<file path="src/source/icache_defines.svh">
`ifndef ICACHE_DEFINES_SVH
`define ICACHE_DEFINES_SVH

// Fetch and line widths
`define ICACHE_ADDR_WIDTH 32
`define ICACHE_DATA_WIDTH 128

// Geometry
`define ICACHE_NB_WAYS    4
`define ICACHE_NB_SETS    16

// Address fields, one line per 128-bit fetch word
`define ICACHE_SET_WIDTH  4
`define ICACHE_SET_LSB    4
`define ICACHE_TAG_LSB    8
`define ICACHE_TAG_WIDTH  7

// Replacement
`define ICACHE_LFSR_WIDTH 8

`endif

</file>
<file path="src/source/icache_lookup_stage.sv">
`include "icache_defines.svh"
`default_nettype none

module icache_lookup_stage
(
   input  logic                          clk,
   input  logic                          rst_n,

   input  logic                          lookup_en_i,
   input  logic                          lookup_clr_i,
   input  logic [`ICACHE_ADDR_WIDTH-1:0] fetch_addr_i,

   output logic                          lookup_valid_o,
   output logic [`ICACHE_ADDR_WIDTH-1:0] lookup_addr_o
);

   logic                          valid_q;
   logic [`ICACHE_ADDR_WIDTH-1:0] addr_q;

   //////////////////////
   // Request in flight
   //////////////////////

   // Set by a grant, dropped once the fetch has been answered.
   // A new grant in the same cycle as a clear keeps it set
   always_ff @(posedge clk or negedge rst_n)
   begin
      if (!rst_n)
      begin
         valid_q <= 1'b0;
      end
      else if (lookup_en_i)
      begin
         valid_q <= 1'b1;
      end
      else if (lookup_clr_i)
      begin
         valid_q <= 1'b0;
      end
   end

   // Granted address, held through a refill
   always_ff @(posedge clk)
   begin
      if (lookup_en_i)
         addr_q <= fetch_addr_i;
   end

   assign lookup_valid_o = valid_q;
   assign lookup_addr_o  = addr_q;

endmodule

`default_nettype wire

</file>
<file path="config.mk">
export PLATFORM = sky130hd
export DESIGN_NAME = icache_lookup_stage
export DESIGN_NICKNAME = d
export VERILOG_FILES = /design/src/source/icache_lookup_stage.sv
export VERILOG_INCLUDE_DIRS = /design/src /design/src/source
export SDC_FILE = /design/constraint.sdc
export NUM_CORES = 1
export LEC_CHECK = 0
export BUFFER_PORTS_ARGS = -buffer_cell sky130_fd_sc_hd__buf_4
export CORE_MARGIN = 2
export CORE_UTILIZATION = 42
export DETAILED_ROUTE_END_ITERATION = 7
export GPL_TIMING_DRIVEN = 0
export PLACE_DENSITY = 0.87
export SYNTH_ARGS = -nofsm -noshare
export SYNTH_HDL_FRONTEND = slang
export SYNTH_SLANG_ARGS = --single-unit
</file>
<file path="constraint.sdc">
create_clock -name clk -period 1.7 [get_ports clk]
set_clock_uncertainty 0.1 [all_clocks]
set_input_delay 0.17 -clock clk [delete_from_list [all_inputs] [get_ports clk]]
set_output_delay 0.17 -clock clk [all_outputs]
set_load 0.01 [all_outputs]
</file>
; ---- Word-level counts from Yosys, hierarchy flattened
; Cells that the tools add are included.
; Widths: inputs -> output; s select.
[totals]
out_inout_bits = 33
input_bits = 36
word_cells = 5
register_bits = 33
[classes]
n_reduce_logical = 1
mux = 2
[op_table]
columns = op, n
row1 = $mux 1, 2
row2 = $reduce_bool 2->1, 1

; ---- Depth between registers and ports, before layout
[logic_depth]
word_depth = 2
depth_mapped = 2
depth_no_buf = 2

; ---- Least setup slack after synthesis
; OpenSTA, ideal clock, no wires.
[synth_timing]
path_kind = flip-flop to flip-flop
startpoint = register, netlist name lookup_valid_o
endpoint = register valid_q (netlist: lookup_valid_o)
path_stages_with_launch = 2
path_buffers = 0
path_slack_ps = 917
synth_period_minus_slack_ps = 783
required_ps = 1482
arrival_time_ps = 565
setup_ps = 118
cell_sequence = dfrtp_1 a21o_1
[synth_lines]
columns = item, line_no
row1 = "end signal, assigned", icache_lookup_stage.sv:30  ; valid_q <= 1'b0;
row2 = "end signal, assigned", icache_lookup_stage.sv:34  ; valid_q <= 1'b1;
row3 = "end signal, assigned", icache_lookup_stage.sv:38  ; valid_q <= 1'b0;
row4 = "end, declared", icache_lookup_stage.sv:17  ; logic valid_q;

; ---- Worst setup path after layout
[layout_timing]
startpoint = register addr_q[12] (netlist: lookup_addr_o[12])
endpoint = output lookup_addr_o[12]
[layout_lines]
columns = item, line_no
row1 = "start, declared", icache_lookup_stage.sv:18  ; logic [`ICACHE_ADDR_WIDTH-1:0] addr_q;
row2 = "start signal, assigned", icache_lookup_stage.sv:46  ; addr_q <= fetch_addr_i;
row3 = "end, declared", icache_lookup_stage.sv:14  ; output logic [`ICACHE_ADDR_WIDTH-1:0] lookup_addr_o
; No word-level cell between the ends.

==> metrics.txt <==
CP top delay family flip-flops; CP max-delay cell edfxtp_1; H-tree depth 2; deepest clock path buffer count 2; most common library cell in the layout ignoring fill and taps buf_4; worst rel slew slack 0.739; number of max-cap violations 0; Worst Min Path Start lookup_clr_i; worst path cell trace buf_4; die height 52.7 um; Comb power frac 0.155; Setup CP Type flop to primary output; Post-Syn Area 997 um2; Non-Filler Instances 172; fin util 0.870; top cells by area, synth edfxtp_1, dfrtp_1, a21o_1, inv_1; Tcrit/Tclk final 0.690; overall routing resource usage 0.233; Starting Density 0.446; clock tree sinks 33; fin worst setup slack 0.526 ns; GP Congestion 0.635; Nets 179; Worst VDD drop 0.727 mV; outcome completed; Fin Setup TNS 0 ns; crit path time final 1.17 ns; Leak 0.840 nW; Clk pwr share 0.279; crit end category primary output; Die ar. 0.00278 mm2; cell total after placement 131; synthesized netlist cell count 35; pre-CTS WS 0.728 ns; top cell type's share of synthesized area 0.964; TritonCTS clock tree yes; Worst Path Arrival 0.90 ns; Critical R2R Launch lookup_valid_o; initial antenna violation count 0; Synth area leader edfxtp_1; CP Launch Type flop; largest stage delay on the critical path 0.42 ns; global-route wire length before repair 4180 um; number of global-route vias before repair 834; core footprint 0.00223 mm2; setup bufs post-CTS 0; Syn. warnings 0; clk root buf clkbuf_4; Crit Path Max Fanout 1; R2R Setup Slk 0.94 ns; RSZ-0062 raised after global routing false; Yosys reg bits 33; most frequent cells in the layout buf_4, dlygate4sd3_1, edfxtp_1, clkbuf_4, clkbuf_8; antenna-violating nets left 0; Top Ports 69; final setup vio count 0; Post-route DRC 0; Distinct cells, synth 4; P_sw 0.365 mW; First-pass DRT Iterations 4; worst slew pin tran 0.392 ns; Rows 17; Worst-Skew Late Latency 0.32 ns; Max Slew Vio Count 0; Buffers on Ports 68; sequential power share 0.566; crit path launch lookup_addr_o[12]; Buf+Inv Stages, Crit Path 1; Sw Ratio 0.210; gr ovfl total 0; drt wl/cell 16.4 um; Die Width 52.7 um; final hold vios 0; ANT cells 0; layout cell share with drive strength beyond 1 0.528; WL final 2830 um; largest net degree at the start of global routing 34; vias post-DR 764; vias per cell 4.44; Post-Syn Nets 71; TritonCTS Buffers 5; Cell Int Power 1.37 mW; WP data required 1.43 ns; PD cells 895 mW/mm2; Max Clk Rate 852 MHz; Clock transition at path regs 0.10 ns; Layout area overhead 94.9%; DRT iter0 DRCs 5; sequential fraction of the synthesis area 0.989; Mean Syn Cell Area 28.5 um2; Hold Crit Class input port to flop
path summary, 6_finish.rpt:
kind | to | cells after the start
min | lookup_valid_o | 3
min reg2reg | lookup_valid_o | 1
max in group asynchronous | lookup_valid_o | 2
max | lookup_addr_o[12] | 1
max reg2reg | lookup_valid_o | 1
min in group asynchronous | lookup_valid_o | 2
power groups by stage:
stage	Sequential [mW]	Combinational, mW	Clock, mW
after global placement	0.996	0.199	0
after global routing	0.990	0.288	0.524
after floorplan	1.03	0.00166	0
after CTS	0.981	0.264	0.483
final	0.985	0.270	0.485
after detailed placement	0.999	0.203	0
flip-flops by register name (all words and copies together), names as in the netlist:
name,count
lookup_addr_o,32
lookup_valid_o,1
cells in the mapped netlist:
| cell | count |
|---|---|
| dfrtp_1 | 1 |
| inv_1 | 1 |
| a21o_1 | 1 |
| edfxtp_1 | 32 |
cell families after synthesis:
logic type / count (synthesis) / share of synthesized area
AOI/OAI and AO/OA: 1 / 0.00753
buffers and inverters: 1 / 0.00376
DFF: 33 / 0.989
routing by layer:
| metal | share of wire | wire, um | vias to the layer above | global-route usage |
|---|---|---|---|---|
| met2 | 0.56 | 1580 | 52 | 0.435 |
| met1 | 0.34 | 971 | 354 | 0.238 |
| met5 | 0 | 0 | - | 0 |
| met4 | 0.0028 | 8 | 0 | 0.0641 |
| met3 | 0.095 | 268 | 2 | 0.0914 |
| li1 | - | - | 356 | - |
final cells by class:
cell class,instances,area [um2]
clock buffer,7,65.1
clock inverter,1,5.00
fill,97,290
inverter,1,3.75
multi-input combinational,1,7.51
sequential,33,986
tap,28,35.0
timing repair buffer,101,841
stage by stage:
stage	cell area [um2]	total power, mW	hold WS [ns]
after CTS	1940	1.73	0.0246
after floorplan	997	1.03	-0.226
after global placement	1540	1.19	-0.154
final	1940	1.74	0.0304
after global routing	1940	1.80	0.0208
after detailed placement	1540	1.20	-0.154
what timing repair did:
item | 4_1_cts | 5_1_grt
hold buffers | 33 | 0
gates resized for setup | 0 | 0
endpoints found under the hold margin | 33 | 0
Power figures use the tool's default switching activity.
