$ cat src/source/icache_defines.svh
`ifndef ICACHE_DEFINES_SVH
`define ICACHE_DEFINES_SVH

// Fetch and line widths
`define ICACHE_ADDR_WIDTH 32
`define ICACHE_DATA_WIDTH 128

// Geometry
`define ICACHE_NB_WAYS    4
`define ICACHE_NB_SETS    16

// Address fields, one line per 128-bit fetch word
`define ICACHE_SET_WIDTH  4
`define ICACHE_SET_LSB    4
`define ICACHE_TAG_LSB    8
`define ICACHE_TAG_WIDTH  7

// Replacement
`define ICACHE_LFSR_WIDTH 8

`endif

$ cat src/source/icache_pkg.sv
`include "icache_defines.svh"
`default_nettype none

package icache_pkg;

   // Controller states
   typedef enum logic [2:0]
   {
      DISABLED,
      FLUSH_ALL,
      FLUSH_SET,
      IDLE,
      LOOKUP,
      WAIT_REFILL
   } icache_state_e;

   typedef logic [`ICACHE_NB_WAYS-1:0]   way_mask_t;
   typedef logic [`ICACHE_SET_WIDTH-1:0] set_idx_t;

   // Valid bit sits on top of the address tag
   typedef logic [`ICACHE_TAG_WIDTH:0]   tag_t;

endpackage

`default_nettype wire

$ cat src/source/icache_tag_compare.sv
`include "icache_defines.svh"
`default_nettype none

module icache_tag_compare
   import icache_pkg::*;
(
   input  logic                                              clk,
   input  logic                                              rst_n,

   input  tag_t [`ICACHE_NB_WAYS-1:0]                        rd_tags_i,
   input  logic [`ICACHE_NB_WAYS-1:0][`ICACHE_DATA_WIDTH-1:0] rd_data_i,
   input  logic [`ICACHE_ADDR_WIDTH-1:0]                     lookup_addr_i,
   input  logic                                              victim_adv_i,

   output logic                                              hit_o,
   output logic [`ICACHE_DATA_WIDTH-1:0]                     hit_data_o,
   output way_mask_t                                         victim_way_o
);

   localparam int WAY_IDX_W = $clog2(`ICACHE_NB_WAYS);

   way_mask_t                      way_valid;
   way_mask_t                      way_match;
   logic [WAY_IDX_W-1:0]           free_idx;
   logic [`ICACHE_LFSR_WIDTH-1:0]  lfsr_q;
   logic                           lfsr_fb;

   //////////////////////
   // Way match
   //////////////////////

   always_comb
   begin
      for (int w = 0; w < `ICACHE_NB_WAYS; w++)
      begin
         way_valid[w] = rd_tags_i[w][`ICACHE_TAG_WIDTH];
         way_match[w] = way_valid[w] &&
                        (rd_tags_i[w][`ICACHE_TAG_WIDTH-1:0] ==
                         lookup_addr_i[`ICACHE_TAG_LSB +: `ICACHE_TAG_WIDTH]);
      end
   end

   assign hit_o = |way_match;

   // Hit data mux and last free way
   always_comb
   begin
      hit_data_o = '0;
      free_idx   = '0;
      for (int w = 0; w < `ICACHE_NB_WAYS; w++)
      begin
         if (way_match[w])
            hit_data_o = rd_data_i[w];
         if (!way_valid[w])
            free_idx = WAY_IDX_W'(w);
      end
   end

   //////////////////////
   // Victim selection
   //////////////////////

   // x^8 + x^6 + x^5 + x^4 + 1
   assign lfsr_fb = lfsr_q[7] ^ lfsr_q[5] ^ lfsr_q[4] ^ lfsr_q[3];

   always_ff @(posedge clk or negedge rst_n)
   begin
      if (!rst_n)
         lfsr_q <= '1;
      else if (victim_adv_i && (&way_valid))
         lfsr_q <= {lfsr_q[`ICACHE_LFSR_WIDTH-2:0], lfsr_fb};
   end

   assign victim_way_o = (&way_valid) ? way_mask_t'(1) << lfsr_q[WAY_IDX_W-1:0]
                                      : way_mask_t'(1) << free_idx;

endmodule

`default_nettype wire

$ cat config.mk
export PLATFORM = sky130hd
export DESIGN_NAME = icache_tag_compare
export DESIGN_NICKNAME = d
export VERILOG_FILES = /design/src/source/icache_pkg.sv /design/src/source/icache_tag_compare.sv
export VERILOG_INCLUDE_DIRS = /design/src /design/src/source
export SDC_FILE = /design/constraint.sdc
export NUM_CORES = 1
export LEC_CHECK = 0
export BUFFER_PORTS_ARGS = -buffer_cell sky130_fd_sc_hd__buf_2
export CORE_AREA = 2 2 278 280
export DETAILED_ROUTE_END_ITERATION = 16
export DIE_AREA = 0 0 280 282
export GPL_TIMING_DRIVEN = 0
export PLACE_DENSITY = 0.3
export SETUP_SLACK_MARGIN = 0.3
export SLEW_MARGIN = 20
export SYNTH_ARGS = -nofsm -noshare
export SYNTH_HDL_FRONTEND = slang
export SYNTH_SLANG_ARGS = --single-unit
$ cat constraint.sdc
create_clock -name clk -period 1.7 [get_ports clk]
set_input_delay 0.255 -clock clk [delete_from_list [all_inputs] [get_ports clk]]
set_output_delay 0.255 -clock clk [all_outputs]
set_load 0.01 [all_outputs]
# Word-level counts from Yosys, hierarchy flattened
# Index checks and enable logic that the tools add are counted.
# totals
regBits,8
word_cells,25
out_inout_bits,133
# op_classes
reduce_logical,7
muxes,8
n_shift,2
bitwise_logic,3
eq_ne,4
# ops
cell,count
128-bit 2-to-1 mux,4
7-bit == test,4
"1-bit by 2-bit << shifter with 4-bit output, first input constant",2
1-bit logical AND,5
2-bit 2-to-1 mux,2
4-bit 2-to-1 mux,1
4-bit AND reduction,1
4-bit OR reduction,1
1-bit bitwise XOR,3
1-bit 2-to-1 mux,1

# Longest topological paths before layout
# Gate-level depths: netlist of run 1.
# depth
word_depth,6
depth_mapped,8

# Least setup slack after synthesis of run 1
# No wires, ideal clock.
# synth_timing
path_kind,input port to output port
from,input lookup_addr_i[8]
to,output hit_data_o[107]
path_buffers,3
path_stages,8
path_slack_ns,-0.137
arrival_time_ns,1.582
t_required_ns,1.445
path_cell_list,buf_6 xnor2_1 nand2_1 or4_4 buf_2 buf_6 o21ai_1 o21ai_1
# synth_via
elab_chain_cells,6
# synth_lines
item,line_no,rtl
start: declaration,icache_tag_compare.sv:12,"input logic [`ICACHE_ADDR_WIDTH-1:0] lookup_addr_i,"
7-bit == test,icache_tag_compare.sv:38,(rd_tags_i[w][`ICACHE_TAG_WIDTH-1:0] ==
1-bit logical AND,icache_tag_compare.sv:37,way_match[w] = way_valid[w] &&
128-bit 2-to-1 mux (3 in series),icache_tag_compare.sv:52,if (way_match[w])
128-bit 2-to-1 mux *,icache_tag_compare.sv:52,
end: declaration,icache_tag_compare.sv:16,"output logic [`ICACHE_DATA_WIDTH-1:0] hit_data_o,"
# Every way passes the cells marked *; elsewhere a longest branch is shown, timed or not.

# Worst setup path after layout of run 1
# layout_timing
from,input rd_tags_i[8] (netlist name)
to,output hit_data_o[96]
# layout_via
elab_chain_cells,5
# layout_lines
item,line_no,rtl
start: declaration,icache_tag_compare.sv:10,"input tag_t [`ICACHE_NB_WAYS-1:0] rd_tags_i,"
7-bit == test,icache_tag_compare.sv:38,
1-bit logical AND,icache_tag_compare.sv:37,
128-bit 2-to-1 mux (3 in series),icache_tag_compare.sv:52,
# Every way passes these cells.

==> results of run 1 <==
power by group through the flow:
stage / logic [mW] / registers, mW / clock network (mW)
2_1_floorplan: 0.362 / 0.200 / 0
3_3_place_gp: 1.26 / 0.201 / 0
3_5_place_dp: 1.26 / 0.201 / 0
4_1_cts: 1.48 / 0.199 / 0.408
5_1_grt: 1.64 / 0.199 / 0.425
6_report: 1.51 / 0.199 / 0.397
area by class of cell:
cell class,count,share of cell area [%]
inverter,128,3.807
buffer,113,8.843
tap,978,9.696
multi-input combinational,708,44.40
timing repair buffer,712,30.83
clock buffer,3,0.5948
sequential,8,1.666
antenna,8,0.1586
synthesized netlist by cell type (2+ instances only):
| cell | count |
|---|---|
| xor2_1 | 8 |
| a311oi_1 | 128 |
| buf_6 | 4 |
| nand2_1 | 132 |
| nand3_1 | 3 |
| buf_4 | 3 |
| nor2_1 | 3 |
| o21ai_0 | 21 |
| nor3_1 | 128 |
| inv_1 | 128 |
| and4_1 | 2 |
| buf_2 | 63 |
| nand4_1 | 6 |
| and3_1 | 2 |
| clkbuf_1 | 42 |
| xnor2_1 | 23 |
| dfstp_2 | 8 |
| o21ai_1 | 240 |
| mux2_2 | 7 |
logic make-up after synthesis:
logic type / after synthesis / synth area share [%]
compound gates: 389 / 45.93
xor+xnor: 31 / 5.137
flops: 8 / 3.977
mux: 7 / 1.492
simple gates: 281 / 24.08
buf+inv: 241 / 19.39
worst max-delay path, cell delays in order:
cell	delay, ns
buf_2	0.11
xnor2_2	0.16
nand4_1	0.18
buf_4	0.19
or2_4	0.26
buf_12	0.17
buf_12	0.18
a311oi_4	0.44
o21ai_2	0.09
buf_2	0.15
layer usage:
metal	global-route usage (%)	part of all wire, %
met1	16.05	42
met2	23.38	49
met4	2.742	2.2
met5	0	0.12
met3	2.312	6.3
final timing paths:
kind / from / end / slack (ns) / cells after the start
hold / removal: rst_n / lfsr_q[2]$_DFFE_PN1P_ / 0.07 / 1
setup / recovery: rd_tags_i[8] / hit_data_o[96] / -0.78 / 10
max in group asynchronous: rst_n / lfsr_q[6]$_DFFE_PN1P_ / 1.61 / 1
hold reg to reg: lfsr_q[0]$_DFFE_PN1P_ / lfsr_q[0]$_DFFE_PN1P_ / 0.53 / 2
min in group clk: lfsr_q[0]$_DFFE_PN1P_ / lfsr_q[0]$_DFFE_PN1P_ / 0.53 / 2
setup reg to reg: lfsr_q[3]$_DFFE_PN1P_ / lfsr_q[0]$_DFFE_PN1P_ / 0.68 / 3
timing repair:
action / 4_1_cts / 5_1_grt
setup endpoints to repair: 133 / 133
resized for setup: 322 / 110
pin swaps: 53 / 39
gates cloned: 6 / 1
buffers inserted: 17 / 3
per-stage QoR:
| step | hold slack (ns) | instances | area (um2) | setup WS (ns) |
|---|---|---|---|---|
| after floorplan | 0.1072 | 957 | 5465 | -0.09333 |
| after global placement | 0.3197 | 2620 | 10120 | -2.017 |
| after CTS | 0.07299 | 2646 | 12020 | -0.7902 |
| after global routing | 0.08087 | 2655 | 12610 | -0.8599 |
| after detailed placement | 0.3228 | 2620 | 10120 | -2.112 |
| final | 0.06715 | 2658 | 12620 | -0.7833 |
==> out/metrics.yaml, run 1 <==
outcome: "complete, but fails checks"
failed_checks: "setup timing"
power_density_nw_per_um2: 167.3
hold_class: "input pin to asynchronous set/reset pin"
grt.total_usage_pct: 12.99
cts_tree: "yes"
numPortBuffers: 685
critPathLaunchType: "input pin"
fill_cells: 8851
synthFlopType: "dfstp_2"
top_regs: "lfsr_q x8"
path_clk_slew_ns: 0.04
crit_type: "input pin to output port"
finalCritPeriodShare_pct: 146.1
drt_iter0_drc: 298
synth_cell_types: 25
slew_violations: 0
ys_async_sr_fraction_pct: 100.0
gp_congestion: 0.9308
power_frac_clock_pct: 18.8
first_global_vias: 10820
rsz0062_at_grt: "true"
grt_pass1_wl_um: 74780
synth-edff-count: 0
netSwitchingFraction_pct: 39.98
fin_skew_ns: 0.001938
drive_above_1_share_pct: 62.68
regMostFlops: "lfsr_q"
drt-wirelength-per-cell_um: 21.17
ir_drop_mv: 0.4494
syn_area_um2: 5285
hpwl_um: 46450
synth_area_per_cell_um2: 5.523
ant_nets: 0
initial_core_util_pct: 6.982
worstPathMaxFanout: 11
grt_max_degree: 11
drt-total-wl_um: 56260
cts_buffer_depth: 2
synth_area_leader_cell: "o21ai_1"
ys_ff_latch: 8
synth_cells: 957
postCtsHoldBufs: 0
h-tree-depth: 1
worstPathArrival_ns: 2.23
vias_per_cell: 3.892
die_area_um2: 78960
clk_latency_ns: 0.24
area_growth_pct: 138.8
maxCapViolations: 0
die_w_um: 280
required_ns: 1.44
core_um2: 75700
min_period_ns: 2.483
clkSinkCount: 8
end_kind: "output port"
p_int_mw: 1.267
cts_root_buf: "clkbuf_16"
multi_input_area_um2: 5604
power.net_switching_uw: 844.1
final_cell_mix: "buf_2, o21ai_1, nand2_1"
utilization_pct: 16.67
setup-violations-final: 129
worst_slack_ns: -0.7833
dieHeight_um: 282
firstDrtPassIters: 5
placementRows: 101
antenna_found_initial: 17
final_nets: 2253
yosys-top-cells-area: "o21ai_1, a311oi_1, nor3_1"
largest_reg_flops: 8
io_pins: 712
grt_overflow: 0
dr_total_vias: 10350
layout_commonest_cell: "buf_2"
synth_nets: 1536
p_total_mw: 2.111
route.detailed.drc: 0
yosysWarningCount: 0
combPwrFrac_pct: 71.7
worst_pin_slew_ns: 0.4972
seq_area_um2: 210.2
setup_tns_ns: -81.87
hold_violations: 0
seq_area_frac_synth_pct: 3.977
leakage_nw: 5.961
p_seq_share_pct: 9.4
cts_made_buffers: 3
clock.fmax_mhz: 402.7
synth.top_cell.area_share_pct: 22.73
slew_headroom_pct: 66.85
Note: power is estimated with default switching activity, not from simulation.
==> run 2, diff against run 1 <==
CAP_MARGIN = 0   (was unset)
CORE_AREA = 2 2 276 278   (was 2 2 278 280)
DIE_AREA = 0 0 278 280   (was 0 0 280 282)
clock period = 2.94 ns   (was 1.7 ns; I/O delays follow)
==> out/metrics.yaml, run 2 (same netlist as run 1, synthesis figures left out) <==
outcome: "complete, no violations"
critPathLaunchType: "input pin"
placed_area_um2: 10020  # -0.96%
drt-total-wl_um: 60760  # +8.0%
fin_area_um2: 13910  # +10%
drive_above_1_share_pct: 67.68  # +5.0 points
min_period_ns: 2.853
top_regs: "lfsr_q x8"
initial_core_util_pct: 7.029  # +0.047 points
r2r_slack_ns: 1.91  # +1.23 ns
power_density_nw_per_um2: 90.77  # -46%
placementRows: 101  # unchanged
dp_worst_setup_slack_ns: -1.131  # +0.9809 ns
grt_max_degree: 12  # +1
h-tree-depth: 1  # unchanged
drt-wirelength-per-cell_um: 22.62  # +6.9%
grt_overflow: 0  # unchanged
clock.fmax_mhz: 350.5
finalCritPeriodShare_pct: 97.04
layout_commonest_cell: "buf_2"
final_cells: 2686  # +1.1%
regMostFlops: "lfsr_q"
rsz0062_at_grt: "true"
worst_slack_ns: 0.08710  # +0.8704 ns
required_ns: 2.50  # +1.06 ns
die_area_um2: 77840  # -1.4%
cts_root_buf: "clkbuf_16"
die_w_um: 278  # -0.71%
hold_class: "input pin to asynchronous set/reset pin"
final_nets: 2286  # +1.5%
setup_tns_ns: 0  # +81.87 ns
crit_start: "lookup_addr_i[14]"
slew_headroom_pct: 45.86  # -21 points
antenna_found_initial: 7  # -10
crit_type: "input pin to output port"
setup-violations-final: 0  # -100%
cp-endpoint: "hit_data_o[85]"
clk_latency_ns: 0.23  # about the same
hpwl_um: 47880  # +3.1%
worstReg2RegStart: "lfsr_q[4]$_DFFE_PN1P_"
firstDrtPassIters: 4  # -1
slew_violations: 0  # unchanged
cts_tree: "yes"
drt_iter0_drc: 291  # -2.3%
numPortBuffers: 685  # unchanged
gp_congestion: 0.9207  # -1.1%
grt.total_usage_pct: 14.18  # +1.2 points
clkSinkCount: 8  # unchanged
largest_reg_flops: 8  # unchanged
fin_skew_ns: 0.0004923  # -0.001446 ns
cts_buffer_depth: 2  # unchanged
first_global_vias: 10850  # +0.23%
worstPathArrival_ns: 2.41  # +0.18 ns
route.detailed.drc: 0  # unchanged
dieHeight_um: 280  # -0.71%
ir_drop_mv: 0.2915  # -35%
dr_total_vias: 10530  # +1.8%
r2r_cells: 3  # unchanged
worstPathMaxFanout: 6  # -5
hold_violations: 0  # unchanged
fill_cells: 8695  # -1.8%
vias_per_cell: 3.922  # +0.76%
cts_made_buffers: 3  # unchanged
area_growth_pct: 163.3
numPlacedInstances: 2625  # +0.19%
end_kind: "output port"
maxCapViolations: 0  # unchanged
core_um2: 75190  # -0.67%
worst_pin_slew_ns: 0.8121  # +0.3149 ns
path_clk_slew_ns: 0.04  # about the same
ant_nets: 0  # unchanged
final_cell_mix: "buf_2, nand2_1, inv_1"
p_total_mw: 1.263  # -40%
io_pins: 712  # unchanged
grt_pass1_wl_um: 80500  # +7.6%
leakage_nw: 6.590  # +11%
r2r-end: "lfsr_q[0]$_DFFE_PN1P_"
[run 2: changes by cell type in the layout (fill, tap and decap cells not counted), sizes merged]
cell    before  now
diode        8    3
buf        776  811
clkbuf      51   46
bufbuf       1    4
[run 2: stage by stage]
stage	util [%]	hold WS (ns)
after floorplan	-	0.2932
after global placement	13.22	0.5175
after detailed placement	13.33	0.5204
after CTS	16.39	0.2818
after global routing	18.50	0.2905
final	18.51	0.2692
[run 2: worst min-delay path by stage]
stage,startpoint,endpoint,slack [ns],depth (start not counted)
global placement,rst_n,lfsr_q[0]$_DFFE_PN1P_,0.52,1
detailed placement,rst_n,lfsr_q[6]$_DFFE_PN1P_,0.52,1
global route,rst_n,lfsr_q[0]$_DFFE_PN1P_,0.29,1
floorplan,rst_n,lfsr_q[0]$_DFFE_PN1P_,0.29,0
finish,rst_n,lfsr_q[6]$_DFFE_PN1P_,0.27,1
CTS,rst_n,lfsr_q[6]$_DFFE_PN1P_,0.28,1
[run 2: repair_timing]
action,4_1_cts,5_1_grt
resized for setup,323,328
endpoints found under the setup margin,129,129
pin swaps,65,65
hold buffers,0,0
setup buffers,24,6
cloned,17,9
[run 2: area by class of cell]
class | count | area, um2 | share of cell area (%)
Multi-Input combinational cell | 708 | 6000 | 43.12
Timing Repair Buffer | 746 | 4721 | 33.93
Tap cell | 978 | 1224 | 8.794
Buffer | 112 | 1197 | 8.605
Inverter | 128 | 480.5 | 3.453
Sequential cell | 8 | 210.2 | 1.511
Clock buffer | 3 | 75.07 | 0.5395
Antenna cell | 3 | 7.507 | 0.05395
[run 2: report_power, final]
part / total [mW] / switching, mW / internal (mW)
registers: 0.115 / 0.00163 / 0.114
logic: 0.925 / 0.459 / 0.467
clock network: 0.222 / 0.0476 / 0.175
[run 2: worst max-delay path, cell delays in order]
cell,delay (ns)
buf_12,0.12
buf_8,0.12
xnor2_4,0.14
nand2_2,0.09
or4_4,0.66
buf_16,0.24
buf_12,0.14
buf_16,0.13
o21ai_2,0.10
o21ai_1,0.08
buf_2,0.14
[run 2: per-layer routing]
metal	up-vias	part of all wire (%)	GRT usage [%]
met1	5031	43	18.08
met3	52	5.1	2.098
met5	-	0.041	0
met4	4	2.0	2.633
li1	4979	-	-
met2	468	49	25.31
==> run 3, diff against run 2 <==
REMOVE_ABC_BUFFERS = 1   (was unset)
==> out/metrics.yaml, run 3 (same netlist as run 1, synthesis figures left out) <==
outcome: "complete, no violations"
grt_max_degree: 30  # +18
h-tree-depth: 1  # unchanged
dieHeight_um: 280  # unchanged
regMostFlops: "lfsr_q"
drt_iter0_drc: 481  # +65%
dr_total_vias: 11230  # +6.6%
grt.total_usage_pct: 12.10  # -2.1 points
cp_cell_sequence: "buf_12 > xnor2_4 > nand4_1 > buf_4 > buf_6 > buf_12 > buf_12 > buf_12 > buf_12 > buf_12 > nor3_2 > a311oi_2 > o21ai_2 > buf_2"
ant_nets: 0  # unchanged
worstPathMaxFanout: 9  # +3
placed_area_um2: 10140  # +1.2%
first_global_vias: 11120  # +2.5%
finalCritPeriodShare_pct: 99.23  # +2.2 points
critPathLaunchType: "input pin"
final_nets: 2327  # +1.8%
core_um2: 75190  # unchanged
die_w_um: 278  # unchanged
clkSinkCount: 8  # unchanged
p_int_uw: 825.7  # +9.4%
crit_type: "input pin to output port"
path_clk_slew_ns: 0.04  # about the same
numPortBuffers: 686  # +0.15%
crit_top_cell: "buf_12"
fill_cells: 8493  # -2.3%
vias_per_cell: 4.121  # +5.1%
clock.fmax_mhz: 342.8  # -2.2%
largest_reg_flops: 8  # unchanged
grt_overflow: 0  # unchanged
maxCapViolations: 0  # unchanged
final_cell_mix: "buf_2, o21ai_1, inv_1"
slew_headroom_pct: 69.42  # +24 points
cts_tree: "yes"
top_regs: "lfsr_q x8"
hpwl_um: 34250  # -28%
hold_violations: 0  # unchanged
drt-total-wl_um: 58100  # -4.4%
setup-violations-final: 0  # unchanged
cts_root_buf: "clkbuf_16"
area_growth_pct: 177.6
dp_worst_setup_slack_ns: -1.042  # +0.08918 ns
firstDrtPassIters: 4  # unchanged
cts_buffer_depth: 2  # unchanged
slew_violations: 0  # unchanged
power_frac_clock_pct: 16.8  # -0.8 points
cp_slowest_stage_delay_ns: 0.24  # -0.42 ns
netSwitchingFraction_pct: 39.85  # -0.36 points
io_pins: 712  # unchanged
end_kind: "output port"
postCtsHoldBufs: 0  # unchanged
placementRows: 101  # unchanged
worst_pin_slew_ns: 0.4574  # -0.3547 ns
multi_input_area_um2: 5909  # -1.5%
cts_made_buffers: 3  # unchanged
antenna_found_initial: 1  # -6
clk_latency_ns: 0.23  # about the same
drt-wirelength-per-cell_um: 21.33  # -5.7%
fin_area_um2: 14670  # +5.4%
diodes: 0  # -3
grt_pass1_wl_um: 71830  # -11%
hold_class: "input pin to asynchronous set/reset pin"
worstPathArrival_ns: 2.48  # +0.07 ns
ir_drop_mv: 0.1317  # -55%
leakage_nw: 6.975  # +5.8%
required_ns: 2.50  # about the same
crit_slowest_cell: "o21ai_2"
layout_commonest_cell: "buf_2"
power_density_nw_per_um2: 93.56  # +3.1%
worst_slack_ns: 0.02271  # -0.06439 ns
min_period_ns: 2.917  # +0.06439 ns
route.detailed.drc: 0  # unchanged
p_seq_share_pct: 8.4  # -0.7 points
seq_area_um2: 210.2  # unchanged
power.net_switching_uw: 547.0  # +7.7%
combPwrFrac_pct: 74.9  # +1.6 points
die_area_um2: 77840  # unchanged
gp_congestion: 0.8596  # -6.6%
drive_above_1_share_pct: 69.24  # +1.6 points
fin_skew_ns: 0.001380  # +0.0008877 ns
initial_core_util_pct: 7.029  # unchanged
rsz0062_at_grt: "true"
-- run 3: changes by cell type in the layout (fill, tap and decap cells not counted), moves of 10 or more --
cell / delta
a311oi_2: +21
a311oi_4: -17
buf_12: +23
buf_16: +10
buf_4: +37
clkbuf_2: -19
nand2_1: -14
nand2_2: +13
nor3_1: -29
nor3_2: +14
nor3_4: +15
o21ai_1: +44
o21ai_2: -19
o21ai_4: -24
-- run 3: area by class of cell --
class                      count  area share [%]
clock buffer                   3          0.5116
inverter                     128           3.275
multi-input combinational    715           40.27
sequential                     8           1.433
tap                          978           8.340
timing repair buffer         892           46.17
-- run 3: power by group through the flow --
stage	Combinational [mW]	Clock [mW]	Sequential [mW]
final	1.03	0.230	0.115
after global routing	1.10	0.243	0.115
after CTS	0.903	0.234	0.115
after detailed placement	0.717	0	0.116
after global placement	0.689	0	0.116
after floorplan	0.190	0	0.115
-- run 3: metal layers --
layer  track usage, %  wire, um
met1            14.22     22850
met2            22.74     29570
met3            1.341      3640
met4            3.909      2018
met5                0        16
-- run 3: metrics by stage --
step                      util, %  power [mW]  hold WS [ns]  setup TNS [ns]  instances
after detailed placement    13.49      0.8332        0.5140          -55.60       2560
after CTS                   16.70       1.252        0.2854               0       2660
final                       19.51       1.373        0.2808               0       2724
after global routing        19.51       1.456        0.2970        -0.08423       2724
after global placement      12.50      0.8052        0.5072        -1212.94       2508
after floorplan                 -      0.3057        0.2932         -473.63        844
-- run 3: critical path, delay by kind of cell --
family	cells	cell delay, ns
compound gates	2	0.30
xor+xnor	1	0.16
buf+inv	9	1.25
simple gates	2	0.29
-- run 3: worst paths after layout --
check	from	to	slack, ns	depth (start not counted)
setup reg to reg	lfsr_q[4]$_DFFE_PN1P_	lfsr_q[0]$_DFFE_PN1P_	1.90	3
hold reg to reg	lfsr_q[0]$_DFFE_PN1P_	lfsr_q[0]$_DFFE_PN1P_	0.54	2
min in group clk	lfsr_q[0]$_DFFE_PN1P_	lfsr_q[0]$_DFFE_PN1P_	0.54	2
max in group asynchronous	rst_n	lfsr_q[1]$_DFFE_PN1P_	2.63	1
setup / recovery	lookup_addr_i[12]	hit_data_o[14]	0.02	14
hold / removal	rst_n	lfsr_q[6]$_DFFE_PN1P_	0.28	1
-- run 3: what timing repair did --
item | CTS | global route
buffers inserted | 78 | 36
setup endpoints to repair | 129 | 128
pin swaps | 62 | 120
gates resized for setup | 269 | 249
gates cloned | 19 | 28
